**src/logic/core_cfg.svh**
```systemverilog
`ifndef CORE_CFG_SVH
`define CORE_CFG_SVH

// data word width
`define CORE_XLEN      32

// register index width, enough for 32 entries
`define CORE_REG_AW    5

// register file depth
`define CORE_NUM_REGS  32

// immediate field of I-type instructions
`define CORE_IMM_W     16

// opcode and function fields share one width
`define CORE_OPC_W     6

`endif

```
**src/logic/core_pkg.sv**
```systemverilog
`include "core_cfg.svh"

package core_pkg;

    // width of the internal ALU operation code
    localparam int ALU_OP_W = 5;

    // one data word
    typedef logic [`CORE_XLEN-1:0] word_t;

    // register number
    typedef logic [`CORE_REG_AW-1:0] reg_idx_t;

    // internal ALU operations
    // signed and unsigned add share one op, no overflow trap
    typedef enum logic [ALU_OP_W-1:0] {
        ALU_ADD,
        ALU_SUB,
        ALU_AND,
        ALU_OR,
        ALU_XOR,
        ALU_NOR,
        ALU_SLL,
        ALU_SRL,
        ALU_SRA,
        ALU_SLT,
        ALU_MUL,
        ALU_DIV,
        ALU_LUI
    } alu_op_e;

endpackage

```
**src/logic/writeback_stage.sv**
```systemverilog
`timescale 1ns/1ps

module writeback_stage (
    input  logic               clk,
    input  logic               rst_b,
    input  logic               wr_req,
    input  core_pkg::reg_idx_t wr_num,
    input  core_pkg::word_t    result,
    input  logic               halt_req,
    output logic               rf_we,
    output core_pkg::reg_idx_t rf_num,
    output core_pkg::word_t    rf_data,
    output logic               commit_valid,
    output core_pkg::reg_idx_t commit_num,
    output core_pkg::word_t    commit_data,
    output logic               halted
);

    // write enable, blocked once halted and for register 0
    assign rf_we   = wr_req && !halted && (wr_num != '0);
    assign rf_num  = wr_num;
    assign rf_data = result;

    // sticky halt flag and commit strobe
    always_ff @(posedge clk) begin
        if (!rst_b) begin
            halted       <= 1'b0;
            commit_valid <= 1'b0;
        end else begin
            halted       <= halted | halt_req;
            commit_valid <= rf_we;
        end
    end

    // commit payload, holds the last write
    always_ff @(posedge clk) begin
        if (rf_we) begin
            commit_num  <= rf_num;
            commit_data <= rf_data;
        end
    end

endmodule

```
**config.mk**
```make
export PLATFORM = sky130hd
export DESIGN_NAME = writeback_stage
export DESIGN_NICKNAME = d
export VERILOG_FILES = /design/src/logic/core_pkg.sv /design/src/logic/writeback_stage.sv
export VERILOG_INCLUDE_DIRS = /design/src /design/src/logic
export SDC_FILE = /design/constraint.sdc
export NUM_CORES = 1
export LEC_CHECK = 0
export BUFFER_PORTS_ARGS = -buffer_cell sky130_fd_sc_hd__buf_2
export CORE_MARGIN = 3
export CORE_UTILIZATION = 32
export DETAILED_ROUTE_END_ITERATION = 8
export PLACE_DENSITY = 0.7
export SLEW_MARGIN = 20
export SYNTH_ARGS = -nofsm -noshare
export SYNTH_HDL_FRONTEND = slang
export SYNTH_SLANG_ARGS = --single-unit
```
**constraint.sdc**
```tcl
create_clock -name clk -period 2.7 [get_ports clk]
set_clock_uncertainty 0.1 [all_clocks]
set_input_delay 0.405 -clock clk [delete_from_list [all_inputs] [get_ports clk]]
set_output_delay 0.405 -clock clk [all_outputs]
set_load 0.02 [all_outputs]
```
* Word level (Yosys, flattened, before mapping) *
Index checks and enable logic that the tools add are counted.

word-level totals
  latch bits = 0
  bits in writable memories = 0
  output and inout port bits = 77
  memories = 0
  ROM bits = 0
  register bits after elaboration = 39
  input bits = 41

operators by class
  bitwise gates (word level) = 1
  div/mod/pow operators = 0
  order comparisons = 0
  shifts and indexed selects = 0
  multiplexer cells = 0
  reduce and logical (&&, ||, !) cells = 4
  eq/ne operators = 0
  $add $sub $neg = 0
  $mul = 0

operators by type and width
  operator             count
  $reduce_bool A5 Y1   1
  $logic_and A1 B1 Y1  2
  $logic_not A1 Y1     1
  $or A1 B1 Y1         1

* Logic depth before layout (Yosys ltp) *
  depth in word-level cells = 3
  depth in mapped cells = 2

* Worst setup path after synthesis *
No wires, ideal clock.

  path kind = reg2reg
  start = register halted
  end = register commit_data[0], enable pin
  stages on the path, launching flop included = 3
  arrival = 2639 ps
  setup slack = -496 ps
  path through = dfxtp_1 nand2b_4 a21oi_1

between the ends
  cells in the longest elaborated chain, start to end = 3

ends and longest elaborated chain
  item                               RTL line               RTL
  start: declaration                 writeback_stage.sv:16  output logic halted
  start signal: assignment           writeback_stage.sv:30  halted <= halted | halt_req;
  $logic_not A1 Y1                   writeback_stage.sv:20  assign rf_we = wr_req && !halted && (wr_num != '0);
  $logic_and A1 B1 Y1 (2 in series)  writeback_stage.sv:20
  via rf_we                          writeback_stage.sv:10  output logic rf_we,
  end signal: assignment             writeback_stage.sv:39  commit_data <= rf_data;
  end: declaration                   writeback_stage.sv:15  output core_pkg::word_t commit_data,

The timed path passes the listed nets, and every way through them passes these cells.
A chain may end at the register's enable or synchronous reset.

* Final worst setup path *
  start = register halted
  end = output port rf_we

between the ends
  cells in the longest elaborated chain, start to end = 3

ends and longest elaborated chain
  item                               RTL line
  $logic_not A1 Y1                   writeback_stage.sv:20
  $logic_and A1 B1 Y1 (2 in series)  writeback_stage.sv:20
  end: declaration                   writeback_stage.sv:10

No other way between the ends.

==> flow_summary.toml <==
[run_status]
status = "completed"

[placed_design]
dp_cells = 217
portBuffers = 117
gp_congestion = 0.689
hpwl_um = 2330

[routing]
avgRoutedWirePerCell_um = 12.8
avgViaCountPerCell = 4.09
drtAntennaViolNets = 0
drt_iter0_drc = 15
drcViolationCount = 0
vias = 920
drt_first_pass_iters = 2
totalWireLength_um = 2890

[clock_network]
path_clk_slew_ns = 0.07
clock_sinks = 39
post_cts_buffers = 0
clk_path_buf_depth = 2
cts_resized = 0
cts_buffers = 5
postCtsHoldBufs = 0
worstSkewPairLatency_ns = 0.28
tritoncts = "yes"
cts-root-buf = "clkbuf_8"
htree_levels = 2

[worst_setup_path]
worst_r2r_path_depth = 3
reg2reg_to = "commit_data[31]"
endpoint = "rf_we"
rr_startpoint = "halted"
endpoint_kind = "primary output"
worstPathMaxFanout = 20
arrival_ns = 1.54
reg2reg_slack_ns = 0.93
critPathLaunchType = "flop"
critPathLaunch = "halted"
crit_required_ns = 2.19
path_class = "flop to primary output"

[sta]
fin_crit_ns = 2.04
slew_viol_final = 0
finalCritPeriodShare_pct = 75.6
setup_viol = 0
rsz0062_at_grt = "no"
fin_tns_setup_ns = 0
worst-slew-pin-transition_ns = 0.620
worst_slew_margin_rel_pct = 58.5
fmax_ghz = 0.490
finalHoldViolCount = 0

[cells_and_area]
syn2layout_area_growth_pct = 32.6
fin_nets = 213
nFillCells = 402
fin_cells = 225
drive_gt1_share_pct = 74.0
fin_util_pct = 44.5
n_antenna_cell = 0

[run]
maxCapViolCount = 0

[power]
power_density_nw_per_um2 = 662
p_switching_uw = 326
swShare_pct = 25.1
p_leak_nw = 0.911
pwr-share-clk_pct = 30.0
power_frac_comb_pct = 15.4
p_int_uw = 975
ir_drop_mv = 0.389
p_seq_share_pct = 54.5

[die]
ioPinCount = 118
num_rows = 24
die_h_um = 74.1
die_x_um = 74.1
coreArea_um2 = 4410
die-area_um2 = 5490
start_util_pct = 33.6

[synth]
ys_types = 9
synth_nets = 125
ys_ff_latch = 39
syn_avg_cell_area_um2 = 17.7
syn_inst = 84
yosysWarnings = 0
synth_area_um2 = 1480
synth-seq-area-share_pct = 77.6

[global_route]
grt_overflow = 0
grt_pass1_wl_um = 4150
grt_max_degree = 21
grt_pass1_vias = 869
gr-usage-all-layers_pct = 10.6
antenna_found_initial = 0

[worst_hold_path]
hold_depth = 1
hold_path_class = "input port to flop"
==> sequential cells by signal, indices dropped and copies added (netlist names) <==
name          count
commit_data      32
commit_valid      1
halted            1
commit_num        5
==> placed cells by master (no fill, tap or decap) <==
| master | n |
|---|---|
| nor2_1 | 2 |
| buf_4 | 1 |
| clkbuf_1 | 1 |
| clkbuf_8 | 6 |
| clkinv_2 | 1 |
| a211oi_1 | 1 |
| buf_2 | 117 |
| edfxtp_1 | 37 |
| inv_1 | 2 |
| nor4_2 | 1 |
| dfxtp_1 | 2 |
| a21oi_4 | 1 |
| nand2b_4 | 1 |
==> cell type report <==
| cell class | count | area [µm²] | share of cell area, % |
|---|---|---|---|
| clock inverter | 1 | 5.00 | 0.255 |
| sequential | 39 | 1150 | 58.6 |
| tap | 52 | 65.1 | 3.31 |
| multi-input combinational | 6 | 57.6 | 2.93 |
| timing repair buffer | 118 | 593 | 30.2 |
| inverter | 2 | 7.51 | 0.382 |
| clock buffer | 7 | 86.3 | 4.39 |
==> layer usage <==
layer | global-route usage, % | share of wire, % | up-vias
met3 | 5.68 | 14 | 6
li1 | - | - | 433
met1 | 11.4 | 35 | 410
met4 | 5.43 | 2.1 | 0
met2 | 16.9 | 49 | 71
met5 | 0 | 0 | -
==> power by group through the flow <==
| stage | registers (mW) | logic [mW] | clock network (mW) |
|---|---|---|---|
| global route | 0.713 | 0.216 | 0.439 |
| floorplan | 0.769 | 0.0978 | 0 |
| CTS | 0.710 | 0.204 | 0.412 |
| detailed placement | 0.724 | 0.204 | 0 |
| finish | 0.710 | 0.201 | 0.390 |
| global placement | 0.723 | 0.202 | 0 |
==> synth_stat cells (all sizes together) <==
cell type   n  share of area [%]
inv         2               0.51
a211oi      1               0.51
edfxtp     37                 75
nor4        1               0.84
nand2b      1               0.93
a21oi       1               0.34
buf        37                 19
dfxtp       2                2.7
nor2        2               0.51
==> cell families after synthesis <==
| family | count (synthesis) | share of synthesized area [%] |
|---|---|---|
| compound gates | 2 | 0.844 |
| buf+inv | 39 | 19.2 |
| flops | 39 | 77.6 |
| simple gates | 4 | 2.28 |
==> critical path: stages, from the launching register on <==
cell and delay (ns):
dfxtp_1 0.33, nand2b_4 0.15, a21oi_4 0.49, buf_2 0.28
==> stage by stage <==
stage	setup slack, ns	area (µm²)	power, mW	hold WS (ns)
6_report	0.658	1970	1.30	0.205
3_5_place_dp	0.710	1870	0.928	0.387
5_1_grt	0.540	1970	1.37	0.184
2_1_floorplan	0.464	1490	0.867	0.404
4_1_cts	0.621	1970	1.33	0.190
3_3_place_gp	0.760	1870	0.925	0.366
==> how the worst min path moves through the flow <==
stage / start / end / slack (ns)
global placement: halted / halted / 0.37
detailed placement: halted / halted / 0.39
floorplan: result[0] / commit_data[0] / 0.40
finish: result[16] / commit_data[16] / 0.20
global route: result[30] / commit_data[30] / 0.18
CTS: result[20] / commit_data[20] / 0.19
No activity file was read; power rests on OpenSTA's default activity.
