`config.mk`:
```
export PLATFORM = sky130hd
export DESIGN_NAME = regfile
export DESIGN_NICKNAME = d
export VERILOG_FILES = /design/src/logic/core_pkg.sv /design/src/logic/regfile.sv
export VERILOG_INCLUDE_DIRS = /design/src /design/src/logic
export SDC_FILE = /design/constraint.sdc
export NUM_CORES = 2
export LEC_CHECK = 0
export ABC_AREA = 0
export BUFFER_PORTS_ARGS = -buffer_cell sky130_fd_sc_hd__buf_2
export CAP_MARGIN = 20
export CORE_ASPECT_RATIO = 1.2
export CORE_MARGIN = 2
export CORE_UTILIZATION = 40
export CTS_BUF_LIST = sky130_fd_sc_hd__clkbuf_4 sky130_fd_sc_hd__clkbuf_8 sky130_fd_sc_hd__clkbuf_16
export DETAILED_ROUTE_END_ITERATION = 8
export PLACE_DENSITY_LB_ADDON = 0.08
export SYNTH_ARGS = -nofsm -noshare
export SYNTH_HDL_FRONTEND = slang
export SYNTH_SLANG_ARGS = --single-unit
```
`constraint.sdc`:
```
create_clock -name clk -period 10.1 [get_ports clk]
set_clock_uncertainty 0.1 [all_clocks]
set_input_delay 1.01 -clock clk [delete_from_list [all_inputs] [get_ports clk]]
set_output_delay 1.01 -clock clk [all_outputs]
set_load 0.03 [all_outputs]
```
`src/logic/core_cfg.svh`:
```
`ifndef CORE_CFG_SVH
`define CORE_CFG_SVH

// data word width
`define CORE_XLEN      32

// register index width, enough for 32 entries
`define CORE_REG_AW    5

// register file depth
`define CORE_NUM_REGS  32

// immediate field of I-type instructions
`define CORE_IMM_W     16

// opcode and function fields share one width
`define CORE_OPC_W     6

`endif

```
`src/logic/core_pkg.sv`:
```
`include "core_cfg.svh"

package core_pkg;

    // width of the internal ALU operation code
    localparam int ALU_OP_W = 5;

    // one data word
    typedef logic [`CORE_XLEN-1:0] word_t;

    // register number
    typedef logic [`CORE_REG_AW-1:0] reg_idx_t;

    // internal ALU operations
    // signed and unsigned add share one op, no overflow trap
    typedef enum logic [ALU_OP_W-1:0] {
        ALU_ADD,
        ALU_SUB,
        ALU_AND,
        ALU_OR,
        ALU_XOR,
        ALU_NOR,
        ALU_SLL,
        ALU_SRL,
        ALU_SRA,
        ALU_SLT,
        ALU_MUL,
        ALU_DIV,
        ALU_LUI
    } alu_op_e;

endpackage

```
`src/logic/regfile.sv`:
```
`timescale 1ns/1ps

`include "core_cfg.svh"

module regfile (
    input  logic               clk,
    input  logic               rst_b,
    input  core_pkg::reg_idx_t rs_num,
    input  core_pkg::reg_idx_t rt_num,
    input  logic               rf_we,
    input  core_pkg::reg_idx_t rf_num,
    input  core_pkg::word_t    rf_data,
    output core_pkg::word_t    rs_data,
    output core_pkg::word_t    rt_data
);

    // register array
    core_pkg::word_t regs [`CORE_NUM_REGS];

    // single write port
    always_ff @(posedge clk) begin
        if (!rst_b) begin
            // every register starts at zero
            for (int i = 0; i < `CORE_NUM_REGS; i++) begin
                regs[i] <= '0;
            end
        end else if (rf_we) begin
            regs[rf_num] <= rf_data;
        end
    end

    // two read ports, combinational
    // register 0 is hardwired to zero
    always_comb begin
        if (rs_num == '0) begin
            rs_data = '0;
        end else begin
            rs_data = regs[rs_num];
        end

        if (rt_num == '0) begin
            rt_data = '0;
        end else begin
            rt_data = regs[rt_num];
        end
    end

endmodule

```
# ---- Yosys cells after proc, flatten, opt, wreduce, memory -nomap -nowiden
# Memory sizes are Yosys's and may differ from the RTL's.
# Cells that the tools add are included.
dict set report totals {
  mem_count 1
  reg_bits 0
  inputBits 50
  ram_bits 1024
  output_inout_bits 64
}
# name depth width rd rd_ports_with_merged_regs write_ports line_no
set mem_list {}
lappend mem_list {regs 32 32 2 0 32 regfile.sv:18} ;# core_pkg::word_t regs [`CORE_NUM_REGS];
dict set report op_classes {
  muxes 9
  reduce_logical 3
}
# op n
set op_table {}
lappend op_table {{32-bit two-way mux} 3}
lappend op_table {{32-bit OR reduction} 1}
lappend op_table {{5-bit zero test} 2}
lappend op_table {{1-bit two-way mux} 5}
lappend op_table {{5-bit two-way mux} 1}

# ---- Logic depth before layout (Yosys ltp)
dict set report depth {
  word_depth 5
  mapped_depth 9
}

# ---- Worst setup path before layout
# No wires, ideal clock.
dict set report synth_path {
  path_type {input -> register}
  start {in rst_b}
  end {mem regs[24][0] (netlist bit) (enable)}
  cell_stages 6
  arrival_ps 4151
  n_path_buf 3
  path_slack_ps 5383
  required_ps 9534
  path_cell_list {buf_2 nand2_1 or3_1 clkbuf_1 clkbuf_1 o21ai_0}
}
# element line_no
set synth_lines {}
lappend synth_lines {{start, declared} regfile.sv:7} ;# input logic rst_b,
lappend synth_lines {{end, declared} regfile.sv:18}

# ---- Worst setup path in the final report
dict set report layout_path {
  start {in rs_num[1]}
  end {out rs_data[0]}
}
dict set report layout_via {
  elab_chain_cells 2
}
# element line_no
set layout_rtl {}
lappend layout_rtl {{start, declared} regfile.sv:8} ;# input core_pkg::reg_idx_t rs_num,
lappend layout_rtl {{memory read 32 x 32 bit or 5-bit zero test (tied branches)} n/a}
lappend layout_rtl {{32-bit two-way mux (*)} regfile.sv:35} ;# if (rs_num == '0) begin
lappend layout_rtl {{end, declared} regfile.sv:13} ;# output core_pkg::word_t rs_data,
# Every way passes the cells marked *; elsewhere a longest branch is shown, timed or not.

==> results_dict.tcl <==
set metrics [dict create \
    rsz0062_at_grt "false" \
    synth_seq_cells 1024 \
    cts_tree "done" \
    numPortBuffers 113 \
    netlist_area_mm2 0.0544 \
    core_mm2 0.135 \
    tns_ns 0 \
    power-per-cell-area_mw_per_mm2 174 \
    grt_use_total_pct 27.7 \
    start_util_pct 40.2 \
    grt_pass1_vias 35100 \
    worst_slew_margin_rel_pct 3.72 \
    postCtsHoldBufs 0 \
    crit_slowest_cell "a2111oi_1" \
    drt-pass1-iter-count 5 \
    ys_seq_area_share_pct 56.6 \
    drive_gt1_share_pct 27.3 \
    synth.most_common_cell "and2_1" \
    seqCellArea_mm2 0.0307 \
    leakagePower_nw 20.6 \
    worst_pin_slew_ns 1.44 \
    timing.fmax_mhz 163 \
    syn_nets 3611 \
    synthCells 3561 \
    wirelength_um 194000 \
    power.share.switching_pct 25.3 \
    synthArstFlopShare_pct 0 \
    crit_family "buffers and inverters" \
    hold_start "rf_data[12]" \
    clkSlewWorstSetupHoldPaths_ns 0.06 \
    cp-start-kind "primary input" \
    largest_reg_flops 1024 \
    ios 114 \
    final_max_slew_viol_count 0 \
    postLayoutCoreUtil_pct 44.8 \
    synth_edf_count 1024 \
    wire_per_inst_um 35.9 \
    rows 148 \
    drc 0 \
    drt_iter0_drc 4122 \
    final_cells 5401 \
    antenna_left 0 \
    synth_area_leader_cell "edfxtp_1" \
    reg_top3 "regs x1024" \
    p_comb_share_pct 12.5 \
    switchingPower_mw 2.66 \
    status "finished clean" \
    nNetsFinal 3558 \
    synthTopCellsByArea "edfxtp_1, mux4_2, and2_1" \
    synth_ff_type "edfxtp_1" \
    min_path_cells 2 \
    ys_warn_count 0 \
    maxCapViolCount 0 \
    synth_top_area_share_pct 56.6 \
    synth_common_cells "and2_1, edfxtp_1, mux4_2, clkbuf_1, mux2i_1" \
    critical_path_peak_fanout 38 \
    via_count 33800 \
    cp-end-kind "output port" \
    multi_input_area_mm2 0.0224 \
    hpwl_um 112000 \
    cts-buffers-inserted 108 \
    worst-path-buf-inv 4 \
    path_cells "buf_6 > buf_4 > nor2b_4 > buf_4 > a22o_1 > a2111oi_1 > nor3_1 > buf_2" \
    max-vdd-ir-drop_uv 126 \
    finalSetupViolations 0 \
    hold_class "in -> reg" \
    grt_max_degree 119 \
    cts_setup_buffers 0 \
    syn_area_per_cell_um2 15.3 \
    gp_congestion 0.808 \
    syn_to_final_growth_pct 11.6 \
    die_x_um 341 \
    cp.arrival_ns 5.02 \
    path_class "in -> out" \
    hold_viol 0 \
    p_int_mw 7.87 \
    required_ns 8.99 \
    cts_resized 0 \
    grt_pass1_wl_um 271000 \
    holdPathEnd "regs[12][12]$_SDFFCE_PN0P_" \
    vias_per_cell 6.25 \
    grt_antenna_before_repair 13 \
    fp.dieH_um 408 \
    dieArea_mm2 0.139 \
    max_stage_delay_ns 1.18 \
    seqPwrFrac_pct 47.8 \
    numClockSinks 1024 \
    overflow 0 \
    clk_path_buf_depth 3 \
    min_period_ns 6.13 \
    fillers 11800 \
    h-tree-depth 3 \
    clock_power_share_pct 39.8 \
    critPathMostFrequentCell "buf_4" \
    cts_root_buffer "clkbuf_16" \
    ys_types 42 \
    fin_crit_sh_pct 60.6 \
    top_register "regs" \
    dp_cells 5193 \
]
## area by class of cell
class                           instances  share of cell area (%)
Clock inverter                         70                    1.21
Inverter                                3                  0.0186
Timing Repair Buffer                  234                    2.62
Antenna cell                            6                  0.0247
Tap cell                             1800                    3.71
Multi-Input combinational cell       2137                    36.9
Clock buffer                          127                    4.83
Sequential cell                      1024                    50.7
## through the flow
step	worst slack, ns	cell area (um^2)	hold slack [ns]	power [mW]
after CTS	4.08	60600	0.784	10.6
after global routing	4.12	60700	0.847	10.8
after detailed placement	4.08	57000	1.57	6.42
after global placement	4.18	56900	1.55	6.39
final	3.97	60700	0.838	10.5
after floorplan	5.38	54400	1.11	5.89
## worst max path at each step
stage	startpoint	end	slack (ns)	cells past startpoint
floorplan	rst_b	regs[24][0]$_SDFFCE_PN0P_	5.38	6
global placement	rs_num[1]	rs_data[13]	4.18	8
detailed placement	rs_num[1]	rs_data[13]	4.08	8
CTS	rs_num[1]	rs_data[13]	4.08	8
global route	rs_num[0]	rs_data[0]	4.12	7
finish	rs_num[1]	rs_data[0]	3.97	8
## routing by layer
metal | global-route usage, % | share of wire [%]
met5 | 0 | 0.026
met4 | 9.73 | 3.6
met3 | 5.22 | 7.9
met2 | 45.6 | 48
met1 | 36.9 | 40
## placed cells by master (no fill, tap or decap), types with 4 or more instances in the layout
master / n
clkinv_1: 23
clkbuf_4: 14
edfxtp_1: 1024
a32o_1: 4
clkinv_2: 27
mux2_2: 34
a21oi_1: 10
o221ai_1: 5
bufinv_16: 16
a22o_1: 51
a221oi_1: 4
a211oi_1: 6
buf_2: 108
o21ai_4: 32
nand3b_1: 5
nand2b_1: 5
mux2i_1: 161
clkbuf_2: 4
nand2_1: 10
clkbuf_16: 113
nor2_4: 17
o22ai_1: 103
a2111oi_0: 47
mux4_2: 464
nor2_2: 16
buf_6: 4
nor2_1: 5
diode_2: 6
nor3_1: 54
buf_12: 6
nand3_1: 5
buf_4: 107
nor2b_1: 15
and2_1: 1026
a2111oi_1: 13
a22oi_1: 18
nor4_1: 4
## logic make-up (layout without fill, tap and decap cells)
group	Yosys count	after routing	synth area share, %
and+or+nand+nor	1180	1180	13.3
DFF	1024	1024	56.6
muxes	659	659	22.9
buffers and inverters	400	434	3.30
AOI/OAI and AO/OA	298	298	3.99
other	0	6	0
## power groups by stage
stage / clock [mW] / sequential, mW / combinational (mW)
final: 4.19 / 5.03 / 1.31
after global routing: 4.40 / 5.05 / 1.36
after CTS: 4.25 / 5.03 / 1.30
after detailed placement: 0 / 5.12 / 1.30
after global placement: 0 / 5.10 / 1.29
after floorplan: 0 / 5.07 / 0.818
(Power assumes the default switching activity.)
