**src/logic/core_cfg.svh**
```systemverilog
`ifndef CORE_CFG_SVH
`define CORE_CFG_SVH

// data word width
`define CORE_XLEN      32

// register index width, enough for 32 entries
`define CORE_REG_AW    5

// register file depth
`define CORE_NUM_REGS  32

// immediate field of I-type instructions
`define CORE_IMM_W     16

// opcode and function fields share one width
`define CORE_OPC_W     6

`endif

```
**src/logic/core_pkg.sv**
```systemverilog
`include "core_cfg.svh"

package core_pkg;

    // width of the internal ALU operation code
    localparam int ALU_OP_W = 5;

    // one data word
    typedef logic [`CORE_XLEN-1:0] word_t;

    // register number
    typedef logic [`CORE_REG_AW-1:0] reg_idx_t;

    // internal ALU operations
    // signed and unsigned add share one op, no overflow trap
    typedef enum logic [ALU_OP_W-1:0] {
        ALU_ADD,
        ALU_SUB,
        ALU_AND,
        ALU_OR,
        ALU_XOR,
        ALU_NOR,
        ALU_SLL,
        ALU_SRL,
        ALU_SRA,
        ALU_SLT,
        ALU_MUL,
        ALU_DIV,
        ALU_LUI
    } alu_op_e;

endpackage

```
**src/logic/isa_pkg.sv**
```systemverilog
`include "core_cfg.svh"

package isa_pkg;

    // instruction field widths
    localparam int OPC_W  = `CORE_OPC_W;
    localparam int FUNC_W = `CORE_OPC_W;

    // major opcode, standard MIPS encodings
    // only the kept subset is listed
    typedef enum logic [OPC_W-1:0] {
        OPC_RTYPE = 6'b000000,
        OPC_ADDI  = 6'b001000,
        OPC_ADDIU = 6'b001001,
        OPC_ANDI  = 6'b001100,
        OPC_XORI  = 6'b001110,
        OPC_LUI   = 6'b001111
    } opcode_e;

    // function code of R-type instructions
    typedef enum logic [FUNC_W-1:0] {
        // shifts by shamt field
        FN_SLL     = 6'b000000,
        FN_SRL     = 6'b000010,
        FN_SRA     = 6'b000011,
        // shifts by rs
        FN_SLLV    = 6'b000100,
        FN_SRLV    = 6'b000110,
        // stops the core
        FN_SYSCALL = 6'b001100,
        // multiply and divide write rd directly here
        FN_MULT    = 6'b011000,
        FN_DIV     = 6'b011010,
        // arithmetic
        FN_ADD     = 6'b100000,
        FN_ADDU    = 6'b100001,
        FN_SUB     = 6'b100010,
        FN_SUBU    = 6'b100011,
        // logic
        FN_AND     = 6'b100100,
        FN_OR      = 6'b100101,
        FN_XOR     = 6'b100110,
        FN_NOR     = 6'b100111,
        // signed compare
        FN_SLT     = 6'b101010
    } func_e;

endpackage

```
**src/logic/instr_decoder.sv**
```systemverilog
`timescale 1ns/1ps

module instr_decoder (
    input  isa_pkg::opcode_e   opcode,
    input  isa_pkg::func_e     func,
    input  core_pkg::reg_idx_t rt_num,
    input  core_pkg::reg_idx_t rd_num,
    output core_pkg::alu_op_e  alu_op,
    output logic               use_imm,
    output logic               imm_sign,
    output logic               shift_by_rs,
    output logic               wr_req,
    output core_pkg::reg_idx_t wr_num,
    output logic               halt_req
);

    always_comb begin
        // defaults describe a harmless R-type add with no write
        alu_op      = core_pkg::ALU_ADD;
        use_imm     = 1'b0;
        imm_sign    = 1'b0;
        shift_by_rs = 1'b0;
        wr_req      = 1'b0;
        wr_num      = rd_num;
        halt_req    = 1'b0;

        case (opcode)
            isa_pkg::OPC_RTYPE: begin
                // R-type writes rd
                wr_num = rd_num;
                wr_req = 1'b1;
                case (func)
                    isa_pkg::FN_ADD,
                    isa_pkg::FN_ADDU: begin
                        alu_op = core_pkg::ALU_ADD;
                    end
                    isa_pkg::FN_SUB,
                    isa_pkg::FN_SUBU: begin
                        alu_op = core_pkg::ALU_SUB;
                    end
                    isa_pkg::FN_AND: begin
                        alu_op = core_pkg::ALU_AND;
                    end
                    isa_pkg::FN_OR: begin
                        alu_op = core_pkg::ALU_OR;
                    end
                    isa_pkg::FN_XOR: begin
                        alu_op = core_pkg::ALU_XOR;
                    end
                    isa_pkg::FN_NOR: begin
                        alu_op = core_pkg::ALU_NOR;
                    end
                    isa_pkg::FN_SLL: begin
                        alu_op = core_pkg::ALU_SLL;
                    end
                    isa_pkg::FN_SRL: begin
                        alu_op = core_pkg::ALU_SRL;
                    end
                    isa_pkg::FN_SRA: begin
                        alu_op = core_pkg::ALU_SRA;
                    end
                    isa_pkg::FN_SLLV: begin
                        // amount taken from rs
                        alu_op      = core_pkg::ALU_SLL;
                        shift_by_rs = 1'b1;
                    end
                    isa_pkg::FN_SRLV: begin
                        alu_op      = core_pkg::ALU_SRL;
                        shift_by_rs = 1'b1;
                    end
                    isa_pkg::FN_SLT: begin
                        alu_op = core_pkg::ALU_SLT;
                    end
                    isa_pkg::FN_MULT: begin
                        alu_op = core_pkg::ALU_MUL;
                    end
                    isa_pkg::FN_DIV: begin
                        alu_op = core_pkg::ALU_DIV;
                    end
                    default: begin
                        // syscall and unknown functions both stop the core
                        wr_req   = 1'b0;
                        halt_req = 1'b1;
                    end
                endcase
            end
            isa_pkg::OPC_ADDI,
            isa_pkg::OPC_ADDIU: begin
                // sign-extended immediate, result to rt
                alu_op   = core_pkg::ALU_ADD;
                use_imm  = 1'b1;
                imm_sign = 1'b1;
                wr_num   = rt_num;
                wr_req   = 1'b1;
            end
            isa_pkg::OPC_ANDI: begin
                // zero-extended immediate
                alu_op  = core_pkg::ALU_AND;
                use_imm = 1'b1;
                wr_num  = rt_num;
                wr_req  = 1'b1;
            end
            isa_pkg::OPC_XORI: begin
                alu_op  = core_pkg::ALU_XOR;
                use_imm = 1'b1;
                wr_num  = rt_num;
                wr_req  = 1'b1;
            end
            isa_pkg::OPC_LUI: begin
                // immediate goes to the upper half
                alu_op  = core_pkg::ALU_LUI;
                use_imm = 1'b1;
                wr_num  = rt_num;
                wr_req  = 1'b1;
            end
            default: begin
                // unknown opcode
                halt_req = 1'b1;
            end
        endcase
    end

endmodule

```
**config.mk**
```make
export PLATFORM = sky130hd
export DESIGN_NAME = instr_decoder
export DESIGN_NICKNAME = d
export VERILOG_FILES = /design/src/logic/core_pkg.sv /design/src/logic/isa_pkg.sv /design/src/logic/instr_decoder.sv
export VERILOG_INCLUDE_DIRS = /design/src /design/src/logic
export SDC_FILE = /design/constraint.sdc
export NUM_CORES = 1
export LEC_CHECK = 0
export BUFFER_PORTS_ARGS = -buffer_cell sky130_fd_sc_hd__buf_2
export CORE_AREA = 5 5 42 44
export DETAILED_ROUTE_END_ITERATION = 8
export DIE_AREA = 0 0 47 49
export PLACE_DENSITY = 0.7
export SETUP_SLACK_MARGIN = 0.2
export SYNTH_ARGS = -nofsm -noshare
export SYNTH_HDL_FRONTEND = slang
export SYNTH_SLANG_ARGS = --single-unit
```
**constraint.sdc**
```tcl
create_clock -name vclk -period 1
set_input_delay 0.1 -clock vclk [all_inputs]
set_output_delay 0.1 -clock vclk [all_outputs]
set_load 0.05 [all_outputs]
```
* Yosys cells after proc, flatten, opt, wreduce, memory -nomap -nowiden
Index checks and enable logic that the tools add are counted.
Cells by class: div/mod/pow operators 0, add/sub/neg operators 0, multiplexer cells 11, equal/unequal tests 20, reduce and logical (&&, ||, !) cells 9, multiply operators 0, shift-type cells 0, magnitude comparators 0, bitwise operators 0
Operators with widths (count):
- 6-bit == test (second input constant) | 9
- 4-bit case mux with 11 select lines | 1
- 6-bit by 4-bit == test with 1-bit output (second input constant) | 5
- 4-bit case mux with 4 select lines | 1
- 16-bit OR reduction | 1
- 6-bit by 2-bit == test with 1-bit output (second input constant) | 2
- 6-bit by 3-bit == test with 1-bit output (second input constant) | 2
- 6-bit by 5-bit == test with 1-bit output (second input constant) | 2
- 6-bit zero test | 2
- 2-bit OR reduction | 5
- 1-bit 2-to-1 mux | 6
- 5-bit 2-to-1 mux | 1
- 5-bit OR reduction | 1
- 1-bit case mux with 2 select lines | 2
Word-level totals: register bits after elaboration 0, word-level logic and storage cells 40, input bits 22, memories 0, output and inout bits 15, bits in writable memories 0, ROM bits 0, bits in latches 0

* Depth between registers and ports, before layout
depth in word-level cells 4, depth in mapped cells 4, mapped depth without buffers 4

* Least setup slack after synthesis
Ideal clock, no wire load.
kind input to output, start point input port opcode[1], end point output port alu_op[2], data required time 900 ps, path slack -831 ps, stages on the path 3, arrival 1731 ps, buffers on the path 0, cell sequence nor3_1 nand3_1 o31ai_1
On the way: cells in the longest elaborated chain, start to end 2, elaborated cells on any way between the ends 5, those cells by class eq/ne (3); mux (1); reduce/logical (1)
Ends and longest elaborated chain:
- from (decl) | line instr_decoder.sv:4 | input isa_pkg::opcode_e opcode,
- 6-bit by 4-bit == test with 1-bit output or 6-bit zero test (tied branches) | line instr_decoder.sv:27 | case (opcode)
- 4-bit case mux with 4 select lines (*) | line instr_decoder.sv:27
- to (decl) | line instr_decoder.sv:8 | output core_pkg::alu_op_e alu_op,
Mark *: on every way between the ends. The rest lies on a longest branch, timed or not.

* Worst setup path after layout
start point input port func[3], end point output port alu_op[1]
On the way: cells in the longest elaborated chain, start to end 4, elaborated cells on any way between the ends 19, those cells by class eq/ne (13); mux (2); reduce/logical (4)
Ends and longest elaborated chain:
- from (decl) | line instr_decoder.sv:5 | input isa_pkg::func_e func,
- 6-bit by 3-bit == test with 1-bit output (tied with other cells) | line instr_decoder.sv:32 | case (func)
- 2-bit OR reduction (no source line)
- 4-bit case mux with 11 select lines (*) | line instr_decoder.sv:32
- 4-bit case mux with 4 select lines (*) | line instr_decoder.sv:27
Marks and branches as above.

==> impl_results.md <==
* Largest area contributor in the netlist: mux2_1
* Critical path peak fanout at 8
* Run status: complete, but fails checks
* DR vias/cell at 5.31
* Initial DRC count at 8
* Number of routed nets with antenna violations at 0
* Largest net degree at the start of global routing at 9
* Distinct cells, synth at 35
* Drt first pass iters at 4
* P&R area growth vs syn at 211%
* Max Slew Vio Count at 0
* Via count at 685
* Finished Cell Area at 0.00120 sq mm
* Synth top area cells: mux2_1 8.7%, o2111ai_4 6.8%, mux2_2 5.8%
* Post-Syn Area at 388 sq um
* Failing checks: setup timing
* Starting Density at 27.7%
* Antenna Cells at 0
* RD Place Congestion at 0.776
* Most Crowded Layer GR: met2
* Share of post-route cells with drive strength above 1 at 85.0%
* First-pass GRT wire length at 3260 um
* FF+latch area at 0 sq um
* Initial antenna violation count at 0
* Syn Nets at 75
* Core Rows at 14
* Final hold slack at 0.555 ns
* # IOs at 37
* Tot GR Track Use at 18.9%
* Max Cap Viol at 0
* Leakage power at 0.528 nW
* Overall Power at 0.509 mW
* Die Area at 0.00230 sq mm
* Setup-failing EPs final at 14
* Worst Path Arrival at 1.14 ns
* Seq cells at 0
* Commonest non-fill, non-tap cell in the layout: buf_6
* Vias in the first global route at 702
* DP Area at 848 sq um
* Yosys warns at 0
* Mapped Cells at 53
* Worst Path Required at 0.90 ns
* Final #Nets at 137
* Crit start category: input pin
* Port-buffer cells at 36
* Die Y-Extent at 49 um
* Maximum vdd drop at 0.000237 V
* Total wire length at 2120 um
* F_max at 0.804 GHz
* WS Path Type: input pin to output pin
* Count of final hold-check violations at 0
* Chip width at 47 um
* WL/cell at 16.4 um
* Yosys top cell area share at 8.71%
* Post-detail-place hpwl at 1270 um
* Post-route clock period utilization at 124%
* Overflow left after global routing at 0
* RSZ-0062 raised after global routing: true
* Avg Inst Size Synth at 7.32 sq um
* Setup crit end kind: output pin
* # clk buffers at 0
* Commonest non-fill, non-tap cells in the layout: 21 x buf_6, 19 x buf_4, 12 x buf_2
* Setup TNS Final at -2.67 ns
* Worst setup margin at -0.244 ns
* Min Tclk post-route at 1.24 ns
* HP Class: input pin to output pin
* Met3 Use GR at 0.738%
* DRC at 0
* PwrDens at 422 mW/mm^2
* M2 GR Usage at 38.0%
* Core ar. at 0.00140 sq mm
* GR Util met1 at 20.4%
* Seq/Total Area, Yosys at 0%
==> path summary, 6_finish.rpt <==
check	startpoint	to	slack (ns)	cells after the start
setup / recovery	func[3]	alu_op[1]	-0.24	5
hold / removal	rt_num[3]	wr_num[3]	0.56	3
==> where the power goes <==
part / leakage (nW) / internal, mW / switching, mW
clock network: 0 / 0 / 0
registers: 0 / 0 / 0
logic: 0.528 / 0.254 / 0.255
total: 0.528 / 0.254 / 0.255
==> synth_stat cells <==
library cell,instances
nand2_1,3
nand2_2,1
inv_1,2
inv_2,1
a21oi_1,2
and3b_1,1
or2_1,1
a21o_1,1
o31ai_1,1
nand4b_1,1
o21a_1,1
nor2_1,6
nand4_1,2
mux2_1,3
a221oi_1,1
conb_1,1
nor3_1,1
nor2_4,1
nand3_1,2
nand4bb_1,1
o22ai_1,1
or2_0,1
o311a_1,1
nand2b_2,2
o21ai_0,3
a31oi_1,1
a211oi_2,1
a221oi_2,1
nor2b_1,1
o2111ai_4,1
mux2_2,2
nand2b_1,2
o32a_1,1
buf_4,1
mux2i_1,1
==> area by class of cell <==
| cell class | count | area, sq um |
|---|---|---|
| fill | 74 | 196 |
| inverter | 3 | 17.5 |
| multi-input combinational | 49 | 578 |
| tap | 16 | 20.0 |
| timing repair buffer | 61 | 589 |
==> what timing repair did <==
item	CTS	global route
setup endpoints to repair	14	14
hold endpoints to repair	0	0
buffers inserted	9	1
resized for setup	63	8
hold buffers	0	0
pin swaps	11	3
==> critical path, cell delays in order <==
cell	delay (ns)
buf_4	0.15
or2_1	0.25
o311a_1	0.33
a21oi_4	0.13
buf_6	0.17
==> through the flow <==
| stage | instances | worst slack [ns] | utilization (%) |
|---|---|---|---|
| after global routing | 129 | -0.285 | 86.0 |
| after floorplan | 53 | -0.246 | - |
| after detailed placement | 119 | -0.417 | 60.5 |
| after CTS | 128 | -0.259 | 83.4 |
| after global placement | 119 | -0.401 | 60.5 |
| final | 129 | -0.244 | 86.0 |
==> cell families (layout without fill, tap and decap cells) <==
group | after synthesis | count (layout) | share of synthesized area [%]
muxes | 6 | 6 | 17.1
AOI/OAI and AO/OA | 16 | 16 | 36.8
buffers and inverters | 4 | 64 | 4.84
other | 1 | 1 | 0.967
and+or+nand+nor | 26 | 26 | 40.3
==> per-layer routing <==
metal  routed length, um  share of wire (%)
met3                  91                4.3
met4                  37                1.7
met1                 727                 34
met5                   0                  0
met2                1260                 60
(Power assumes the default switching activity.)
